File: src/rtl/pcie_desc_pkg.sv
package pcie_desc_pkg;

    // byte address on the host side of the link
    typedef logic [63:0] host_addr_t;

    // transfer length in dwords, as the write data mover counts it
    typedef logic [17:0] dword_cnt_t;

    typedef logic [7:0] desc_id_t;

    // write data mover descriptor of 174 bits with the most significant field first
    typedef struct packed {
        logic [7:0]  func_nb;
        desc_id_t    desc_id;
        logic [7:0]  app_spec;
        logic [1:0]  reserved;
        logic        single_src;
        // saddr_data carries the payload itself
        logic        immediate;
        dword_cnt_t  nb_dwords;
        host_addr_t  dst_addr;
        // source address in the endpoint, or immediate data
        logic [63:0] saddr_data;
    } wrdm_desc_t;

    // endpoint BAR offset where the mover fetches payload
    localparam host_addr_t EP_BASE_ADDR = 64'h0000_0000_0004_0000;

    // marks the pointer write-back descriptor
    localparam desc_id_t DONE_ID = 8'hFE;

    // first 64 bytes of the host buffer hold the done word
    // and payload lands above it
    localparam host_addr_t DATA_OFFSET = 64'd64;

endpackage

File: src/rtl/prof_regs_pkg.sv
package prof_regs_pkg;

    typedef logic [7:0]  apb_addr_t;
    typedef logic [31:0] apb_data_t;
    typedef logic [31:0] count_t;

    localparam apb_addr_t REG_CTRL      = 8'h00;
    localparam apb_addr_t REG_TARGET    = 8'h04;
    localparam apb_addr_t REG_REQ_SIZE  = 8'h08;
    localparam apb_addr_t REG_KMEM_LO   = 8'h0C;
    localparam apb_addr_t REG_KMEM_HI   = 8'h10;
    localparam apb_addr_t REG_STATUS    = 8'h14;
    localparam apb_addr_t REG_NB_REQ    = 8'h18;
    localparam apb_addr_t REG_TX_CYCLES = 8'h1C;
    localparam apb_addr_t REG_STALL_CNT = 8'h20;

    // CTRL bit positions
    localparam int CTRL_START         = 0;
    localparam int CTRL_WRITE_POINTER = 1;
    localparam int CTRL_USE_BRAM      = 2;

    typedef struct packed {
        logic                      write_pointer;
        logic                      use_bram;
        count_t                    target_nb_requests;
        pcie_desc_pkg::dword_cnt_t req_size;
        pcie_desc_pkg::host_addr_t kmem_addr;
    } prof_cfg_t;

    typedef struct packed {
        logic   busy;
        count_t nb_requests;
        count_t transmit_cycles;
        count_t stall_cnt;
    } prof_stat_t;

endpackage

File: src/rtl/desc_issuer.sv
`timescale 1ns/1ps

module desc_issuer (
    input  logic                      clk,
    input  logic                      rst,
    input  prof_regs_pkg::prof_cfg_t  cfg,
    input  logic                      start,
    input  logic                      wrdm_desc_ready,
    output logic                      wrdm_desc_valid,
    output pcie_desc_pkg::wrdm_desc_t wrdm_desc_data,
    output prof_regs_pkg::prof_stat_t stat
);

    import pcie_desc_pkg::*;
    import prof_regs_pkg::*;

    typedef enum logic [1:0] {
        IDLE,
        DATA,
        DONE
    } state_t;

    state_t     state;
    logic       ready_r1;
    logic       ready_r2;
    logic       dma_ctrl_ready;
    logic       desc_valid;
    logic       pending_transfer;
    logic       ready_for_new;
    logic       busy;
    logic       last_data;
    count_t     nb_requests;
    count_t     transmit_cycles;
    count_t     stall_cnt;
    wrdm_desc_t data_desc;
    wrdm_desc_t done_desc;

    assign data_desc = '{
        func_nb:    '0,
        desc_id:    '0,
        app_spec:   '0,
        reserved:   '0,
        single_src: 1'b0,
        immediate:  1'b0,
        nb_dwords:  cfg.req_size,
        dst_addr:   cfg.kmem_addr + DATA_OFFSET,
        saddr_data: EP_BASE_ADDR
    };

    // immediate write of the running count to the host base address
    assign done_desc = '{
        func_nb:    '0,
        desc_id:    DONE_ID,
        app_spec:   '0,
        reserved:   '0,
        single_src: 1'b0,
        immediate:  1'b1,
        nb_dwords:  dword_cnt_t'(1),
        dst_addr:   cfg.kmem_addr,
        saddr_data: 64'(nb_requests)
    };

    // mover reports readiness three cycles late, so trust it only after
    // three high cycles in a row
    assign dma_ctrl_ready = wrdm_desc_ready && ready_r2;

    // valid can never be seen while ready is low
    assign wrdm_desc_valid = desc_valid && wrdm_desc_ready;

    // a dropped send has to go out again before anything new
    assign ready_for_new = dma_ctrl_ready && !pending_transfer;

    assign last_data = (nb_requests + count_t'(1)) == cfg.target_nb_requests;
    assign busy      = (state != IDLE) || desc_valid || pending_transfer;

    always_ff @(posedge clk) begin
        if (rst) begin
            state            <= IDLE;
            ready_r1         <= 1'b0;
            ready_r2         <= 1'b0;
            desc_valid       <= 1'b0;
            pending_transfer <= 1'b0;
            nb_requests      <= '0;
            transmit_cycles  <= '0;
            stall_cnt        <= '0;
        end else begin
            ready_r1   <= wrdm_desc_ready;
            ready_r2   <= ready_r1 && wrdm_desc_ready;
            desc_valid <= 1'b0;
            case (state)
                IDLE: begin
                    if (start && !busy && (cfg.target_nb_requests != '0)) begin
                        nb_requests     <= '0;
                        transmit_cycles <= '0;
                        stall_cnt       <= '0;
                        state           <= DATA;
                    end
                end
                DATA: begin
                    if (ready_for_new) begin
                        desc_valid  <= 1'b1;
                        nb_requests <= nb_requests + count_t'(1);
                        if (cfg.write_pointer) begin
                            state <= DONE;
                        end else if (last_data) begin
                            state <= IDLE;
                        end
                    end
                end
                DONE: begin
                    // count was already bumped by the data send
                    if (ready_for_new) begin
                        desc_valid <= 1'b1;
                        if (nb_requests == cfg.target_nb_requests) begin
                            state <= IDLE;
                        end else begin
                            state <= DATA;
                        end
                    end
                end
                default: state <= IDLE;
            endcase

            if (desc_valid && !wrdm_desc_ready) begin
                pending_transfer <= 1'b1;
            end
            // descriptor register still holds the dropped one
            if (dma_ctrl_ready && pending_transfer) begin
                desc_valid       <= 1'b1;
                pending_transfer <= 1'b0;
            end

            if (state != IDLE) begin
                transmit_cycles <= transmit_cycles + count_t'(1);
                if (!dma_ctrl_ready) begin
                    stall_cnt <= stall_cnt + count_t'(1);
                end
            end
        end
    end

    always_ff @(posedge clk) begin
        if (ready_for_new && (state == DATA)) begin
            wrdm_desc_data <= data_desc;
        end else if (ready_for_new && (state == DONE)) begin
            wrdm_desc_data <= done_desc;
        end
    end

    assign stat = '{
        busy:            busy,
        nb_requests:     nb_requests,
        transmit_cycles: transmit_cycles,
        stall_cnt:       stall_cnt
    };

    // every send rides on a ready window of at least four cycles
    valid_in_ready_window: assert property (
        @(posedge clk) disable iff (rst)
        wrdm_desc_valid |-> wrdm_desc_ready && $past(wrdm_desc_ready)
            && $past(wrdm_desc_ready, 2) && $past(wrdm_desc_ready, 3)
    ) else $error("descriptor sent outside a trusted ready window");

endmodule

File: config.mk
export PLATFORM = sky130hd
export DESIGN_NAME = desc_issuer
export DESIGN_NICKNAME = d
export VERILOG_FILES = /design/src/rtl/pcie_desc_pkg.sv /design/src/rtl/prof_regs_pkg.sv /design/src/rtl/desc_issuer.sv
export SDC_FILE = /design/constraint.sdc
export NUM_CORES = 1
export LEC_CHECK = 0
export BUFFER_PORTS_ARGS = -buffer_cell sky130_fd_sc_hd__clkbuf_2
export CAP_MARGIN = 10
export CORE_MARGIN = 1
export CORE_UTILIZATION = 41
export CTS_CLUSTER_DIAMETER = 40
export DETAILED_ROUTE_END_ITERATION = 16
export PLACE_DENSITY = 0.67
export SLEW_MARGIN = 5
export SYNTH_ARGS = -nofsm -noshare
export SYNTH_HDL_FRONTEND = slang
export SYNTH_SLANG_ARGS = --single-unit
File: constraint.sdc
create_clock -name clk -period 12 [get_ports clk]
set_input_delay 1.2 -clock clk [delete_from_list [all_inputs] [get_ports clk]]
set_output_delay 1.2 -clock clk [all_outputs]
set_load 0.01 [all_outputs]
### Word level (Yosys, flattened, before mapping)

Index checks and enable logic that the tools add are counted.
W data, S select, Z words.

* flip-flop bits (word level): 218

* $add $sub $neg: 4
* eq/ne operators: 8
* reductions and logical operators: 27
* mux-type cells: 21

Operator list (number)
* $mux W146: 2
* $mux W32: 8
* $add A32 B1 Y32 const B: 3
* $add A64 B7 Y64 const B: 1
* $eq A32 B32 Y1: 2
* $pmux W32 S2: 1
* $reduce_bool A32 Y1: 1
* $logic_and A1 B1 Y1: 10
* $mux W2: 5
* $reduce_bool A2 Y1: 5
* $ne A2 B2 Y1 const B: 3
* $pmux W2 S3: 1
* $mux W1: 4
* $reduce_and A4 Y1: 1
* $reduce_or A2 Y1: 2
* $logic_not A1 Y1: 3
* $ne A3 B3 Y1 const B: 1
* $reduce_and A3 Y1: 1
* $eq A2 B1 Y1 const B: 1
* $eq A2 B2 Y1 const B: 1
* $logic_not A2 Y1: 1
* $logic_or A1 B1 Y1: 2
* $reduce_and A2 Y1: 1

### Depth between registers and ports, before layout

* depth after elaboration: 10
* depth in mapped cells: 13
* depth with buffers taken out: 10

### Worst setup path after synthesis

No wires, ideal clock.

* kind: input-to-reg
* start: input port wrdm_desc_ready
* end: register wrdm_desc_data[102] in the netlist's numbering, data pin
* path slack: 7.036 ns
* stages on the path: 9
* arrival: 4.793 ns
* path through: nand2_1 nor2_1 and2_1 clkbuf_1 nor2_1 clkinv_1 clkbuf_1 o211ai_1 o31ai_1

* cells in the longest elaborated chain, start to end: 4

Ends and longest elaborated chain
* start, declared: line desc_issuer.sv:8 `input logic wrdm_desc_ready,`
* $logic_and A1 B1 Y1: line desc_issuer.sv:65 `assign dma_ctrl_ready = wrdm_desc_ready && ready_r2;`
* $logic_and A1 B1 Y1: line desc_issuer.sv:71 `assign ready_for_new = dma_ctrl_ready && !pending_transfer;`
* $logic_and A1 B1 Y1: line desc_issuer.sv:143 `if (ready_for_new && (state == DATA)) begin`
* $mux W146: line desc_issuer.sv:143
* end signal, assigned: line desc_issuer.sv:144 `wrdm_desc_data <= data_desc;`
* end signal, assigned: line desc_issuer.sv:146 `wrdm_desc_data <= done_desc;`
* end, declared: line desc_issuer.sv:10 `output pcie_desc_pkg::wrdm_desc_t wrdm_desc_data,`

No other way between the ends.
A chain may end at the register's enable or synchronous reset.

### Worst setup path in the final report

* start: register state[1]
* end: register wrdm_desc_data[127] in the netlist's numbering, data pin

* cells in the longest elaborated chain, start to end: 3

Ends and longest elaborated chain
* start, declared: line desc_issuer.sv:23 `state_t state;`
* start signal, assigned: line desc_issuer.sv:78 `state <= IDLE;`
* start signal, assigned: line desc_issuer.sv:96 `state <= DATA;`
* start signal, assigned: line desc_issuer.sv:104 `state <= DONE;`
* $eq A2 B1 Y1: line desc_issuer.sv:143
* $logic_and A1 B1 Y1: line desc_issuer.sv:143
* $mux W146: line desc_issuer.sv:143

No other way between the ends.

==> impl_metrics.env <==
export IMPL_synth_seq_area_share_pct=45.13
export IMPL_yosysMostFrequentCell="nand2_1"
export IMPL_synth_edf_count=82
export IMPL_cts_tree="built"
export IMPL_synth_compound_area_share_pct=9.884
export IMPL_rsz0062_at_grt="false"
export IMPL_synth_xor_area_share_pct=7.194
export IMPL_synth_simple_area_share_pct=28.07
export IMPL_crit_chain="inv_1 -> ha_1 -> and4b_2 -> buf_4 -> nand4_1 -> nor3_1 -> and2_0 -> nor2b_1 -> nand4_1 -> nand3_1 -> o21ai_0"
export IMPL_drt_total_wl_mm=32.70
export IMPL_cp_required_ps=12250
export IMPL_post_cts_setup_buffer_count=0
export IMPL_clkTransAtPathRegs_ps=60
export IMPL_status="finished clean"
export IMPL_htreeDepth=2
export IMPL_cts_buffer_depth=3
export IMPL_floorplan_initialDensity_pct=42.11
export IMPL_synth_cell_type_count=68
export IMPL_synthCells=1292
export IMPL_power_density_mw_per_mm2=148.0
export IMPL_port_buffers=338
export IMPL_hold_end="ready_r2$_SDFF_PP0_"
export IMPL_slew_headroom_pct=36.01
export IMPL_ios=392
export IMPL_cts_buffers=39
export IMPL_area_growth_pct=26.66
export IMPL_synth_fa_ha_area_share_pct=0.8747
export IMPL_synthTopCellsByArea="dfxtp_1 (24%), edfxtp_1 (22%), nand2_1 (5.6%)"
export IMPL_dp_hpwl_mm=23.79
export IMPL_critPathMaxFanout=54
export IMPL_ys_flop_type="dfxtp_1"
export IMPL_clkSinkCount=217
export IMPL_synthMuxAreaShare_pct=1.782
export IMPL_syn_area_mm2=0.01144
export IMPL_synth_commonest_cells="nand2_1 (172), dfxtp_1 (135), nand3_1 (110), nor2_1 (109), edfxtp_1 (82)"
export IMPL_fin_skew_ps=18.85
export IMPL_whs_path_depth=1
export IMPL_grt_max_degree=82
export IMPL_grt_pass1_wl_mm=50.43
export IMPL_synth_top_area_cell="dfxtp_1"
export IMPL_antennaDiodeCount=0
export IMPL_cap_violations=0
export IMPL_period_share_pct=38.18
export IMPL_grt_pass1_vias=9486
export IMPL_hold_violations=0
export IMPL_finalSetupViolations=0
export IMPL_placed_cells=1932
export IMPL_synth_top_family_by_area="simple AND/OR/NAND/NOR gates"
export IMPL_fill_cells=2606
export IMPL_r2r_start="state[1]$_SDFFE_PP0P_"
export IMPL_ir_drop_mv=0.09671
export IMPL_die_w_um=169.1
export IMPL_final_cells=2003
export IMPL_reg2reg_setup_slack_ps=7420
export IMPL_worst_setup_path_end_kind="register"
export IMPL_async_flop_share_pct=0
export IMPL_vias_per_cell=5.278
export IMPL_p_leak_uw=0.005680
export IMPL_grt_overflow_total=0
export IMPL_setup_tns_ps=0
export IMPL_ys_warn_count=0
export IMPL_row_count=60
export IMPL_ys_seq_elements=217
export IMPL_hold_path_class="register to register"
export IMPL_reg2reg_depth=11
export IMPL_crit_top_cell="nand4_1"
export IMPL_synth_top_area_share_pct=23.62
export IMPL_antenna_left=0
export IMPL_cp_start_kind="register"
export IMPL_nets=1729
export IMPL_finalMaxSlewViolations=0
export IMPL_initialDrtViolationCount=719
export IMPL_insertion_delay_ps=520
export IMPL_layout_drive_gt1_share_pct=28.14
export IMPL_crit_path_top_delay_cell="nor2b_1"
export IMPL_fmax_mhz=218.3
export IMPL_drcViolationCount=0
export IMPL_firstDrtPassIters=5
export IMPL_arrival_ps=4830
export IMPL_avgSynthCellArea_um2=8.857
export IMPL_crit_type="register to register"
export IMPL_cts_root_buf="clkbuf_16"
export IMPL_rr_endpoint="wrdm_desc_data[127]$_DFFE_PP_"
export IMPL_die_area_mm2=0.02858
export IMPL_avgRoutedWirePerCell_um=16.33
export IMPL_worstHoldStart="ready_r1$_SDFF_PP0_"
export IMPL_ctsResizeCount=0
export IMPL_cts_hold_buf=0
export IMPL_vias=10570
export IMPL_routabilityCongestion=0.8902
export IMPL_core_mm2=0.02718
export IMPL_track_usage_pct=22.02
export IMPL_antenna_found_initial=0
export IMPL_max_stage_delay_ps=660
export IMPL_period_minus_slack_ps=4581
export IMPL_die_h_um=169.1
export IMPL_worstMarginPinSlew_ps=951.2
[worst max-delay path by stage]
| stage | from | cells past startpoint | to | slack (ps) |
|---|---|---|---|---|
| 3_5_place_dp | wrdm_desc_ready | 10 | wrdm_desc_data[127]$_DFFE_PP_ | 7130 |
| 4_1_cts | state[1]$_SDFFE_PP0P_ | 11 | wrdm_desc_data[127]$_DFFE_PP_ | 7390 |
| 5_1_grt | state[1]$_SDFFE_PP0P_ | 11 | wrdm_desc_data[123]$_DFFE_PP_ | 6930 |
| 3_3_place_gp | wrdm_desc_ready | 10 | wrdm_desc_data[127]$_DFFE_PP_ | 7200 |
| 2_1_floorplan | wrdm_desc_ready | 9 | wrdm_desc_data[102]$_DFFE_PP_ | 7040 |
| 6_report | state[1]$_SDFFE_PP0P_ | 11 | wrdm_desc_data[127]$_DFFE_PP_ | 7420 |
[area by class of cell]
cell class	count	area, µm²	area share [%]
Inverter	14	55.05	0.3798
Clock buffer	49	1096	7.562
Sequential cell	217	5165	35.64
Tap cell	372	465.4	3.211
Timing Repair Buffer	346	1752	12.09
Multi-Input combinational cell	983	5682	39.20
Clock inverter	22	279.0	1.925
[critical path, delay by kind of cell (launching register included)]
family,cells,cell delay (ps)
and+or+nand+nor,7,2680
AOI/OAI and AO/OA,1,120
adders and majority gates,1,560
buffers and inverters,2,550
DFF,1,330
[cells in the final DEF, fill, tap and decap left out, types with 5 or more instances in the layout]
master and count:
a21o_1 5, a21oi_1 69, and2_1 33, and3_1 27, and4_1 17, buf_4 8, bufinv_16 5, clkbuf_16 41
clkbuf_2 338, clkinv_2 5, conb_1 52, dfxtp_1 135, edfxtp_1 82, ha_1 8, inv_1 13, inv_6 7
mux2_2 11, mux2i_1 8, nand2_1 172, nand2b_1 6, nand3_1 110, nand4_1 45, nor2_1 109, nor2b_1 8
nor3_1 18, nor4_1 17, o211ai_1 20, o21a_1 10, o21ai_0 49, o31ai_1 9, or2_2 15, or3_1 17
xnor2_1 37, xor2_1 57
[per-stage QoR]
step           utilization [%]  hold slack (ps)  power, µW  setup slack [ps]  instance area, µm²
2_1_floorplan                -            405.7      943.7              7036               11630
3_3_place_gp             48.27            412.9       1008              7202               13120
3_5_place_dp             48.27            416.0       1010              7131               13120
4_1_cts                  53.33            427.4       2166              7392               14490
5_1_grt                  53.33            432.3       2226              6928               14490
6_report                 53.33            423.1       2145              7419               14490
[metal layers]
metal	global-route usage [%]	wire (µm)	vias to the layer above
met5	0	0	-
met4	7.286	805	0
met3	5.986	2977	54
met2	35.27	14950	437
met1	28.68	13970	4961
li1	-	-	5120
[power by group]
group | leakage [µW] | switching (µW) | internal (µW)
sequential | 0.00175 | 14.1 | 775
clock | 0.000677 | 387 | 761
combinational | 0.00326 | 138 | 68.9
[state kept, by name (all words and copies together), names as in the netlist]
register / flops
ready_r2: 1
desc_valid: 1
transmit_cycles: 32
state: 2
pending_transfer: 1
wrdm_desc_data: 115
ready_r1: 1
stall_cnt: 32
nb_requests: 32
[kinds of logic (layout without fill, tap and decap cells)]
logic type	Yosys count	count (layout)
muxes	19	19
buffers and inverters	143	431
AOI/OAI and AO/OA	186	186
xor gates and xnor gates	94	94
other	1	52
adders and majority gates	8	8
DFF	217	217
and+or+nand+nor	624	624
No activity file was read; power rests on OpenSTA's default activity.
