--- config.mk ---
export PLATFORM = sky130hd
export DESIGN_NAME = prof_apb_regs
export DESIGN_NICKNAME = d
export VERILOG_FILES = /design/src/rtl/pcie_desc_pkg.sv /design/src/rtl/prof_regs_pkg.sv /design/src/rtl/prof_apb_regs.sv
export SDC_FILE = /design/constraint.sdc
export NUM_CORES = 1
export LEC_CHECK = 0
export BUFFER_PORTS_ARGS = -buffer_cell sky130_fd_sc_hd__buf_4
export CAP_MARGIN = 10
export CORE_MARGIN = 2
export CORE_UTILIZATION = 45
export DETAILED_ROUTE_END_ITERATION = 10
export PLACE_DENSITY = 0.78
export SYNTH_ARGS = -nofsm -noshare
export SYNTH_HDL_FRONTEND = slang
export SYNTH_SLANG_ARGS = --single-unit
--- constraint.sdc ---
create_clock -name clk -period 2.6 [get_ports clk]
set_input_delay 0.39 -clock clk [delete_from_list [all_inputs] [get_ports clk]]
set_output_delay 0.39 -clock clk [all_outputs]
set_load 0.03 [all_outputs]
--- src/rtl/pcie_desc_pkg.sv ---
package pcie_desc_pkg;

    // byte address on the host side of the link
    typedef logic [63:0] host_addr_t;

    // transfer length in dwords, as the write data mover counts it
    typedef logic [17:0] dword_cnt_t;

    typedef logic [7:0] desc_id_t;

    // write data mover descriptor of 174 bits with the most significant field first
    typedef struct packed {
        logic [7:0]  func_nb;
        desc_id_t    desc_id;
        logic [7:0]  app_spec;
        logic [1:0]  reserved;
        logic        single_src;
        // saddr_data carries the payload itself
        logic        immediate;
        dword_cnt_t  nb_dwords;
        host_addr_t  dst_addr;
        // source address in the endpoint, or immediate data
        logic [63:0] saddr_data;
    } wrdm_desc_t;

    // endpoint BAR offset where the mover fetches payload
    localparam host_addr_t EP_BASE_ADDR = 64'h0000_0000_0004_0000;

    // marks the pointer write-back descriptor
    localparam desc_id_t DONE_ID = 8'hFE;

    // first 64 bytes of the host buffer hold the done word
    // and payload lands above it
    localparam host_addr_t DATA_OFFSET = 64'd64;

endpackage

--- src/rtl/prof_regs_pkg.sv ---
package prof_regs_pkg;

    typedef logic [7:0]  apb_addr_t;
    typedef logic [31:0] apb_data_t;
    typedef logic [31:0] count_t;

    localparam apb_addr_t REG_CTRL      = 8'h00;
    localparam apb_addr_t REG_TARGET    = 8'h04;
    localparam apb_addr_t REG_REQ_SIZE  = 8'h08;
    localparam apb_addr_t REG_KMEM_LO   = 8'h0C;
    localparam apb_addr_t REG_KMEM_HI   = 8'h10;
    localparam apb_addr_t REG_STATUS    = 8'h14;
    localparam apb_addr_t REG_NB_REQ    = 8'h18;
    localparam apb_addr_t REG_TX_CYCLES = 8'h1C;
    localparam apb_addr_t REG_STALL_CNT = 8'h20;

    // CTRL bit positions
    localparam int CTRL_START         = 0;
    localparam int CTRL_WRITE_POINTER = 1;
    localparam int CTRL_USE_BRAM      = 2;

    typedef struct packed {
        logic                      write_pointer;
        logic                      use_bram;
        count_t                    target_nb_requests;
        pcie_desc_pkg::dword_cnt_t req_size;
        pcie_desc_pkg::host_addr_t kmem_addr;
    } prof_cfg_t;

    typedef struct packed {
        logic   busy;
        count_t nb_requests;
        count_t transmit_cycles;
        count_t stall_cnt;
    } prof_stat_t;

endpackage

--- src/rtl/prof_apb_regs.sv ---
`timescale 1ns/1ps

module prof_apb_regs (
    input  logic                      clk,
    input  logic                      rst,
    input  logic                      psel,
    input  logic                      penable,
    input  logic                      pwrite,
    input  prof_regs_pkg::apb_addr_t  paddr,
    input  prof_regs_pkg::apb_data_t  pwdata,
    output prof_regs_pkg::apb_data_t  prdata,
    output logic                      pready,
    output logic                      pslverr,
    output prof_regs_pkg::prof_cfg_t  cfg,
    output logic                      start,
    input  prof_regs_pkg::prof_stat_t stat
);

    import prof_regs_pkg::*;

    logic      access;
    logic      mapped;
    logic      writable;
    logic      wr_en;
    apb_data_t rd_mux;

    // access phase always completes in one cycle
    assign pready = 1'b1;
    assign access = psel && penable;

    always_comb begin
        mapped   = 1'b1;
        writable = 1'b0;
        rd_mux   = '0;
        case (paddr)
            REG_CTRL: begin
                writable = 1'b1;
                // start is a pulse and reads back as zero
                rd_mux = apb_data_t'({cfg.use_bram, cfg.write_pointer, 1'b0});
            end
            REG_TARGET: begin
                writable = 1'b1;
                rd_mux   = cfg.target_nb_requests;
            end
            REG_REQ_SIZE: begin
                writable = 1'b1;
                rd_mux   = apb_data_t'(cfg.req_size);
            end
            REG_KMEM_LO: begin
                writable = 1'b1;
                rd_mux   = cfg.kmem_addr[31:0];
            end
            REG_KMEM_HI: begin
                writable = 1'b1;
                rd_mux   = cfg.kmem_addr[63:32];
            end
            REG_STATUS:    rd_mux = apb_data_t'(stat.busy);
            REG_NB_REQ:    rd_mux = stat.nb_requests;
            REG_TX_CYCLES: rd_mux = stat.transmit_cycles;
            REG_STALL_CNT: rd_mux = stat.stall_cnt;
            default:       mapped = 1'b0;
        endcase
    end

    assign prdata  = (access && !pwrite) ? rd_mux : '0;
    assign pslverr = access && (!mapped || (pwrite && !writable));
    assign wr_en   = access && pwrite && writable;

    always_ff @(posedge clk) begin
        if (rst) begin
            cfg   <= '0;
            start <= 1'b0;
        end else begin
            start <= wr_en && (paddr == REG_CTRL) && pwdata[CTRL_START];
            if (wr_en) begin
                case (paddr)
                    REG_CTRL: begin
                        cfg.write_pointer <= pwdata[CTRL_WRITE_POINTER];
                        cfg.use_bram      <= pwdata[CTRL_USE_BRAM];
                    end
                    REG_TARGET:   cfg.target_nb_requests <= pwdata;
                    REG_REQ_SIZE: cfg.req_size <= pwdata[$bits(cfg.req_size)-1:0];
                    REG_KMEM_LO:  cfg.kmem_addr[31:0] <= pwdata;
                    REG_KMEM_HI:  cfg.kmem_addr[63:32] <= pwdata;
                    default: ;
                endcase
            end
        end
    end

    // bus master must hold psel through the access phase
    penable_needs_psel: assert property (
        @(posedge clk) disable iff (rst)
        penable |-> psel
    ) else $error("apb penable high without psel");

endmodule

After elaboration in Yosys (flattened, before gate mapping)

Index checks and enable logic that the tools add are counted.

Register bits after elaboration: 117
Output and inout port bits: 151
Logic and storage cells: 39

Eq/ne operators: 8
Mux-type cells: 4
Reductions and logical operators: 20

Operators with widths:

| cell                 | count |
|---|---|
| $pmux W32 S9         | 1 |
| $eq A8 B5 Y1 const B | 4 |
| $mux W32             | 1 |
| $eq A8 B4 Y1 const B | 2 |
| $reduce_and A2 Y1    | 5 |
| $reduce_or A9 Y1     | 1 |
| $eq A8 B3 Y1 const B | 1 |
| $eq A8 B6 Y1 const B | 1 |
| $logic_and A1 B1 Y1  | 8 |
| $logic_not A8 Y1     | 1 |
| $reduce_or A5 Y1     | 1 |
| $logic_not A1 Y1     | 3 |
| $mux W1              | 2 |
| $logic_or A1 B1 Y1   | 1 |

Depth between registers and ports, before layout

Gate-level depths: netlist of run 1.

Word-level depth: 7
Gate-level depth with buffers: 7

Least setup slack after synthesis of run 1

OpenSTA, ideal clock, no wires.

Path type: input port to output port
Start: input paddr[6]
End: output prdata[11]
Arrival: 2,231 ps
Path slack: -21 ps
Cell stages on the path: 7
Path through: buf_2 -> nor4b_2 -> a21oi_2 -> or4_4 -> buf_6 -> buf_6 -> a31oi_1

Longest elaborated chain between the ends: 3

Ends and longest elaborated chain:

| element                              | RTL line            | RTL |
|---|---|---|
| start, declared                      | prof_apb_regs.sv:9  | `input prof_regs_pkg::apb_addr_t paddr,` |
| $eq A8 B6 Y1 (tied with other cells) | prof_apb_regs.sv:35 | `case (paddr)` |
| $pmux W32 S9 *                       | prof_apb_regs.sv:35 |  |
| $mux W32 *                           | prof_apb_regs.sv:65 | `assign prdata = (access && !pwrite) ? rd_mux : '0;` |
| end, declared                        | prof_apb_regs.sv:11 | `output prof_regs_pkg::apb_data_t prdata,` |

Every way passes the cells marked *; elsewhere a longest branch is shown, timed or not.

Worst setup path in the final report of run 1

Start: input paddr[4]
End: output prdata[4]

Same word-level chain as after synthesis.

==> results_dict.tcl, run 1 <==
set metrics [dict create \
    status "finished, final reports clean" \
    ant_nets 0 \
    die_height_um 121 \
    reg2reg_depth 2 \
    worstHoldPathType "input port to register" \
    finalHoldWorstSlack_ns 0.237 \
    grt_max_degree 66 \
    post_cts_buffers 0 \
    crit_start "paddr[4]" \
    wire_per_inst_um 20.6 \
    detail_route.wirelength_mm 26.7 \
    yosysWarnings 0 \
    ctsHoldBuffers 0 \
    ios 293 \
    clock_sinks 117 \
    cts_tree "yes" \
    required_ns 2.21 \
    grtUsageTotal 0.348 \
    clk_pin_slew_ns 0.06 \
    io_buffers 291 \
    via_per_inst 5.95 \
    drt_iter0_drc 829 \
    tightest_slew_ns 0.617 \
    ys_top_cells_by_count "nand2_1 (261), a21oi_1 (132), dfxtp_1 (117)" \
    h-tree-depth 4 \
    antenna_found_initial 0 \
    synth_edf_count 0 \
    grt_overflow 0 \
    finalNetCount 1246 \
    numCtsBuffers 17 \
    drc 0 \
    rows 42 \
    end_kind "output port" \
    crit_type "input port to output port" \
    start_util 0.465 \
    seqCellArea_sq_um 2340 \
    yosys.area.top_type "dfxtp_1" \
    rsz0062_at_grt "no" \
    peakVddDrop_uv 389 \
    clock_latency_ns 0.41 \
    seq_area_frac_synth 0.377 \
    synthDistinctLibCells 54 \
    final-setup-viol-count 0 \
    synth.most_common_cell "nand2_1" \
    fin_tns_setup_ns 0 \
    cts_resized 0 \
    leakagePower_nw 3.70 \
    maxSlewHeadroom 0.588 \
    syn_avg_cell_area_sq_um 7.58 \
    core_sq_um 13300 \
    syn_to_final_growth_pct 51.8 \
    total_power_w 0.00473 \
    yosys.area.top_type_share 0.377 \
    cp.arrival_ns 2.13 \
    num_vias 7691 \
    timing.fmax_ghz 0.397 \
    die_x_um 121 \
    cts_root_buf "clkbuf_16" \
    place_congestion 0.922 \
    cts_buffer_depth 2 \
    fin_skew_ns 0 \
    cap_violations 0 \
    min_from "pwdata[24]" \
    multi_input_area_sq_um 3550 \
    synthArstFlopShare 0 \
    powerDensity_nw_per_um2 502 \
    hold_violations 0 \
    syn_area_sq_um 6210 \
    synth_cells 819 \
    dr.pass1.iters 10 \
    synth-main-ff-cell "dfxtp_1" \
    slew_violations 0 \
    grt_first_pass_wirelength_mm 39.1 \
    n_fill_cell 1123 \
    cp-start-kind "input port" \
    period_share 0.969 \
    whs_path_depth 3 \
    final.min_clock_period_ns 2.52 \
    critPathMaxFanout 9 \
    grt_pass1_vias 7146 \
    synthesis.nets 961 \
    drive_gt1_frac 0.372 \
    n_antenna_cell 0 \
    synth_seq_cells 117 \
    regToRegStartpoint "cfg[70]$_SDFFE_PP0P_" \
    dieArea_sq_um 14700 \
    dp_hpwl_mm 18.9 \
    synth.area.top_cells "dfxtp_1 (38%), nand2_1 (16%), a21oi_1 (11%)" \
]
## state kept, by name, summed over array words and instances (netlist names)
name,count
cfg,116
start,1
## cell families after synthesis
logic type	after synthesis	share of synthesized area
AND/OR/NAND/NOR	358	0.261
AO/OA/AOI/OAI	238	0.250
buffers and inverters	77	0.0603
other	1	0.000604
multiplexers	28	0.0500
flip-flops	117	0.377
## report_power, final
part / switching (W) / internal (W)
logic: 0.000214 / 0.000210
registers: 0.000000595 / 0.00179
clock network: 0.000860 / 0.00165
total: 0.00107 / 0.00366
## critical path, stage by stage
cell and delay, ns:
buf_4 0.10, buf_4 0.17, or4b_4 0.54, nor3_1 0.26, buf_4 0.20, a22oi_1 0.07
a21oi_1 0.20, buf_4 0.19
## final timing paths
check / to / slack, ns
setup reg to reg: cfg[70]$_SDFFE_PP0P_ / 1.84
hold / removal: cfg[106]$_SDFFE_PP0P_ / 0.24
hold reg to reg: cfg[88]$_SDFFE_PP0P_ / 0.47
setup / recovery: prdata[4] / 0.08
## area by class of cell
cell class	instances	share of cell area
clock buffers	20	0.0485
well taps	176	0.0234
flip-flops and latches	117	0.249
repair buffers	343	0.284
clock inverters	12	0.0189
multi-input cells	625	0.377
## per-layer routing
layer	GRT usage	vias up	wire length, um
met4	0.150	0	905
met5	0	-	0
met3	0.0874	71	3030
met2	0.579	551	12900
met1	0.427	3604	9890
li1	-	3465	-
## per-stage QoR
| stage | utilization | worst slack, ns | instances | cell area [sq um] |
|---|---|---|---|---|
| after floorplan | - | -0.0215 | 819 | 6210 |
| after global placement | 0.657 | 0.132 | 1261 | 8780 |
| after detailed placement | 0.657 | 0.110 | 1261 | 8780 |
| after CTS | 0.705 | 0.0979 | 1293 | 9410 |
| after global routing | 0.706 | 0.0169 | 1293 | 9420 |
| final | 0.706 | 0.0804 | 1293 | 9420 |
## cells in the final DEF, fill, tap and decap left out, drive strengths merged, types with 2 or more instances in the layout
cell type / netlist / final
nor4b: 3 / 3
a41oi: 5 / 5
a21oi: 133 / 133
a22oi: 9 / 9
dfxtp: 117 / 117
nor2b: 4 / 4
a222oi: 14 / 14
or4b: 3 / 3
a2bb2oi: 3 / 3
o22ai: 5 / 5
clkinvlp: 0 / 4
bufinv: 0 / 4
nor3: 8 / 8
nand3: 57 / 57
buf: 33 / 343
nor2: 6 / 6
mux2i: 13 / 13
a21o: 25 / 25
clkbuf: 44 / 20
a31oi: 9 / 9
nand4: 2 / 2
or4: 3 / 3
mux2: 14 / 14
nor4: 2 / 2
clkinv: 0 / 4
nand2: 261 / 261
a22o: 31 / 31
and2: 2 / 2
(Power assumes the default switching activity.)
==> run 2, diff against run 1 <==
- GPL_TIMING_DRIVEN: default -> 0
- MAX_ROUTING_LAYER: default -> met4
==> run 2 against run 1 <==
  * Non-clock buffer count is 27 higher
  * Clock power is 2% higher
  * Critical endpoint is now prdata[17]
  * Largest cell class unchanged
  * Largest power group unchanged
  * Sequential power hardly changed
  * Via count is 2.0% higher
  * Critical path type unchanged
  * Clock skew stayed put
  * Die area stayed put
  * Worst setup slack worse by 0.061 ns
==> results_dict.tcl, run 2 (synthesis results as in run 1) <==
set metrics [dict create \
    n_fill_cell 1139 \
    slowest_delay_ns 0.51 \
    reg2reg_depth 2 \
    powerDensity_nw_per_um2 507 \
    cp_cell_sequence "buf_4, nor4b_4, a21oi_2, or4_4, buf_6, buf_8, a41oi_4, buf_6" \
    crit_type "input port to output port" \
    detail_route.wirelength_mm 29.0 \
    period_share 0.993 \
    timing.fmax_ghz 0.388 \
    drt_iter0_drc 871 \
    clock_latency_ns 0.42 \
    final.min_clock_period_ns 2.58 \
    cp-start-kind "input port" \
    clock_sinks 117 \
    core_sq_um 13300 \
    leakagePower_nw 3.71 \
    worstHoldPathType "input port to register" \
    num_vias 7845 \
    internal_power_w 0.00372 \
    rows 42 \
    layout_commonest_cell "buf_4" \
    p_sw_frac 0.224 \
    crit_top_cell "buf_6" \
    fin_skew_ns 0 \
    clock_power_share 0.534 \
    clk_pin_slew_ns 0.06 \
    top_regs "cfg: 116 flops, start: 1 flops" \
    final_cell_mix "buf_4 (296), nand2_1 (261), a21oi_1 (131)" \
    die_x_um 121 \
    slew_violations 0 \
    dr.pass1.iters 5 \
    dieArea_sq_um 14700 \
    peakVddDrop_uv 427 \
    grt_use_met2 0.632 \
    grt_overflow 0 \
    tightest_slew_ns 0.827 \
    maxSlewHeadroom 0.449 \
    status "finished, final reports clean" \
    crit_start "paddr[4]" \
    cts_tree "yes" \
    drive_gt1_frac 0.365 \
    grt_max_degree 17 \
    cap_violations 0 \
    grt_use_met3 0.0883 \
    grt_busiest_layer "met2" \
    h-tree-depth 4 \
    start_util 0.465 \
    grt_first_pass_wirelength_mm 41.6 \
    grtUsageTotal 0.391 \
    critPathMaxFanout 10 \
    required_ns 2.21 \
    numCtsBuffers 17 \
    placed_cell_area_sq_um 8560 \
    use_met1 0.470 \
    worst_r2r_endpoint "cfg[44]$_SDFFE_PP0P_" \
    io_buffers 284 \
    syn_to_final_growth_pct 52.4 \
    hold_violations 0 \
    min_from "pwdata[20]" \
    rsz0062_at_grt "yes" \
    crit_slowest_cell "or4_4" \
    largest_register_ffs 116 \
    end_kind "output port" \
    cts_root_buf "clkbuf_16" \
    r2r_slack_ns 1.88 \
    die_height_um 121 \
    multi_input_area_sq_um 3620 \
    place_congestion 0.974 \
    grt_pass1_vias 7278 \
    finalNetCount 1273 \
    wire_per_inst_um 22.0 \
    p_seq_frac 0.374 \
    seqCellArea_sq_um 2340 \
    p_comb_frac 0.092 \
    largest-register "cfg" \
    ctsHoldBuffers 0 \
    n_antenna_cell 0 \
    antenna_found_initial 0 \
    ios 293 \
    whs_path_depth 3 \
    stdcell_area_sq_um 9460 \
    hold-path-endpoint "cfg[20]$_SDFFE_PP0P_" \
    fin_tns_setup_ns 0 \
    switching_power_w 0.00107 \
    finalHoldWorstSlack_ns 0.232 \
    cp.arrival_ns 2.19 \
    ant_nets 0 \
    via_per_inst 5.94 \
    dp_hpwl_mm 21.0 \
    drc 0 \
    regToRegStartpoint "cfg[44]$_SDFFE_PP0P_" \
    final-setup-viol-count 0 \
    placed_cells 1279 \
    cts_buffer_depth 2 \
    total_power_w 0.00480 \
    fin_cells 1320 \
]
run 2: changes by cell type in the layout (fill, tap and decap cells not counted), sizes merged:
cell / previous run / this run
clkbuf: 20 / 66
buf: 343 / 328
clkinvlp: 4 / 0
run 2: final cells by class:
type / instances / share of cell area
Sequential cell: 117 / 0.248
Timing Repair Buffer: 294 / 0.235
Buffer: 76 / 0.0435
Clock inverter: 8 / 0.0152
Clock buffer: 24 / 0.0530
Multi-Input combinational cell: 625 / 0.383
Tap cell: 176 / 0.0233
run 2: worst max-delay path by stage:
stage                 endpoint  cells after the start
finish              prdata[17]                      8
global route         prdata[0]                      6
CTS                 prdata[17]                      8
detailed placement  prdata[26]                      8
global placement    prdata[26]                      8
floorplan           prdata[11]                      7
run 2: repair_timing:
| action | 4_1_cts | 5_1_grt |
|---|---|---|
| resized for setup | 38 | 12 |
| endpoints found under the setup margin | 33 | 27 |
| endpoints found under the hold margin | 0 | 0 |
| setup buffers | 4 | 6 |
| pin swaps | 4 | 3 |
run 2: metal layers:
metal | vias up | part of all wire
li1 | 3521 | -
met1 | 3657 | 0.37
met2 | 581 | 0.48
met3 | 86 | 0.12
met4 | 0 | 0.036
met5 | - | 0
run 2: power groups by stage:
stage	combinational, W	sequential (W)	clock, W
2_1_floorplan	0.000148	0.00183	0
3_3_place_gp	0.000405	0.00183	0
3_5_place_dp	0.000406	0.00183	0
4_1_cts	0.000424	0.00180	0.00256
5_1_grt	0.000457	0.00179	0.00265
6_report	0.000441	0.00180	0.00256
run 2: stage by stage:
step	worst slack (ns)	utilization
after floorplan	-0.0215	-
after global placement	-0.503	0.642
after detailed placement	-0.499	0.642
after CTS	0.000498	0.704
after global routing	-0.00985	0.709
final	0.0194	0.709
run 2: worst max-delay path, delay by kind of cell:
family,cells,cell delay (ns)
buf+inv,4,0.64
simple gates,2,0.84
compound gates,2,0.31
==> run 3, diff against run 2 <==
- CORE_UTILIZATION: 45 -> 43
- clock period: 2.6 -> 2.1 ns (I/O delays scaled with it)
==> run 3 against run 2 <==
  * The run now ends with negative setup slack left
  * Sequential share of layout area shrank 1.4 points
  * Non-clock buffer count grew 14
  * Clock skew is the same
  * First-iteration DRC count grew 14%
  * Critical path depth shrank 1
  * Largest power group unchanged
==> results_dict.tcl, run 3 (synthesis results as in run 1) <==
set metrics [dict create \
    dr.pass1.iters 5 \
    finalNetCount 1287 \
    ios 293 \
    leakagePower_nw 3.83 \
    clk_pin_slew_ns 0.05 \
    top_regs "cfg: 116 flops, start: 1 flops" \
    place_congestion 0.925 \
    maxSlewHeadroom 0.466 \
    grtUsageTotal 0.403 \
    status "finished, violations left" \
    powerDensity_nw_per_um2 548 \
    numCtsBuffers 17 \
    final-setup-viol-count 32 \
    cp.arrival_ns 2.00 \
    num_vias 8035 \
    core_sq_um 14000 \
    cts_tree "yes" \
    die_x_um 124 \
    peakVddDrop_uv 511 \
    end_kind "output port" \
    layout_commonest_cell "buf_4" \
    clock_latency_ns 0.42 \
    grt_overflow 0 \
    slew_violations 0 \
    cts_buffer_depth 2 \
    fin_ws_ns -0.214 \
    via_per_inst 6.02 \
    detail_route.wirelength_mm 30.5 \
    dieArea_sq_um 15400 \
    drive_gt1_frac 0.395 \
    crit_type "input port to output port" \
    stdcell_area_sq_um 10000 \
    final_cell_mix "buf_4 (280), nand2_1 (261), dfxtp_1 (117)" \
    placed_cell_area_sq_um 8920 \
    timing.fmax_ghz 0.432 \
    fin_skew_ns 0 \
    final.min_clock_period_ns 2.31 \
    utilization 0.718 \
    ant_nets 0 \
    die_height_um 124 \
    hold_violations 0 \
    cap_violations 0 \
    grt_pass1_vias 7581 \
    required_ns 1.78 \
    largest_register_ffs 116 \
    io_buffers 284 \
    dp_hpwl_mm 21.6 \
    antenna_found_initial 1 \
    place_ws_ns -0.875 \
    drc 0 \
    tightest_slew_ns 0.801 \
    largest-register "cfg" \
    period_share 1.10 \
    clock_sinks 117 \
    grt_max_degree 17 \
    rows 43 \
    worstHoldPathType "input port to register" \
    wire_per_inst_um 22.9 \
    drt_iter0_drc 991 \
    cts_root_buf "clkbuf_16" \
    start_util 0.444 \
    grt_first_pass_wirelength_mm 43.8 \
    rsz0062_at_grt "yes" \
    syn_to_final_growth_pct 61.8 \
    h-tree-depth 4 \
    violations "negative setup slack" \
    critPathMaxFanout 10 \
    cp-start-kind "input port" \
]
## run 3: changes by cell type in the layout (fill, tap and decap cells not counted), moves of 6 or more
cell | before | now
a21oi_4 | 0 | 11
a21oi_1 | 131 | 114
buf_4 | 296 | 280
clkbuf_4 | 1 | 7
buf_6 | 10 | 38
a21oi_2 | 2 | 8
buf_2 | 20 | 13
a31oi_4 | 2 | 9
buf_12 | 0 | 7
## run 3: repair_timing
item,4_1_cts,5_1_grt
gates resized for setup,104,8
pin swaps,15,2
buffers inserted,19,5
gates cloned,1,0
setup endpoints to repair,45,33
hold buffers,0,0
## run 3: layer usage
layer,track usage,up-vias,part of all wire
met4,0.212,0,0.042
met1,0.463,3741,0.36
li1,-,3556,-
met3,0.136,104,0.13
met5,-,-,0
met2,0.621,634,0.47
## run 3: per-stage QoR
step	instances	setup TNS, ns	hold WS (ns)	power [W]
floorplan	819	-3.44	0.451	0.00247
global route	1335	-5.14	0.148	0.00560
detailed placement	1283	-44.18	0.464	0.00279
finish	1335	-4.91	0.159	0.00550
global placement	1283	-43.16	0.457	0.00279
CTS	1329	-2.61	0.152	0.00545
## run 3: power by group
part	total (W)	switching (W)	internal, W
Clock	0.00268	0.000993	0.00168
Combinational	0.000600	0.000317	0.000282
Sequential	0.00222	0.000000775	0.00222
## run 3: area by class of cell
class	instances	area (sq um)
Fill cell	1128	3950
Buffer	75	508
Sequential cell	117	2340
Multi-Input combinational cell	625	3940
Clock buffer	23	478
Tap cell	180	225
Clock inverter	5	52.6
Timing Repair Buffer	309	2490
Antenna cell	1	2.50
## run 3: final timing paths
check,cells after the start,from,slack (ns),to
worst min-delay path,3,pwdata[4],0.16,cfg[86]$_SDFFE_PP0P_
worst min register to register,2,cfg[40]$_SDFFE_PP0P_,0.47,cfg[40]$_SDFFE_PP0P_
worst max-delay path,7,paddr[4],-0.21,prdata[26]
worst max register to register,2,cfg[26]$_SDFFE_PP0P_,1.22,cfg[26]$_SDFFE_PP0P_
## run 3: worst max-delay path: stages
cell     delay (ns)
buf_12         0.11
nor4b_4        0.34
a21oi_2        0.10
or4_4          0.56
buf_12         0.21
a21oi_4        0.19
buf_6          0.16
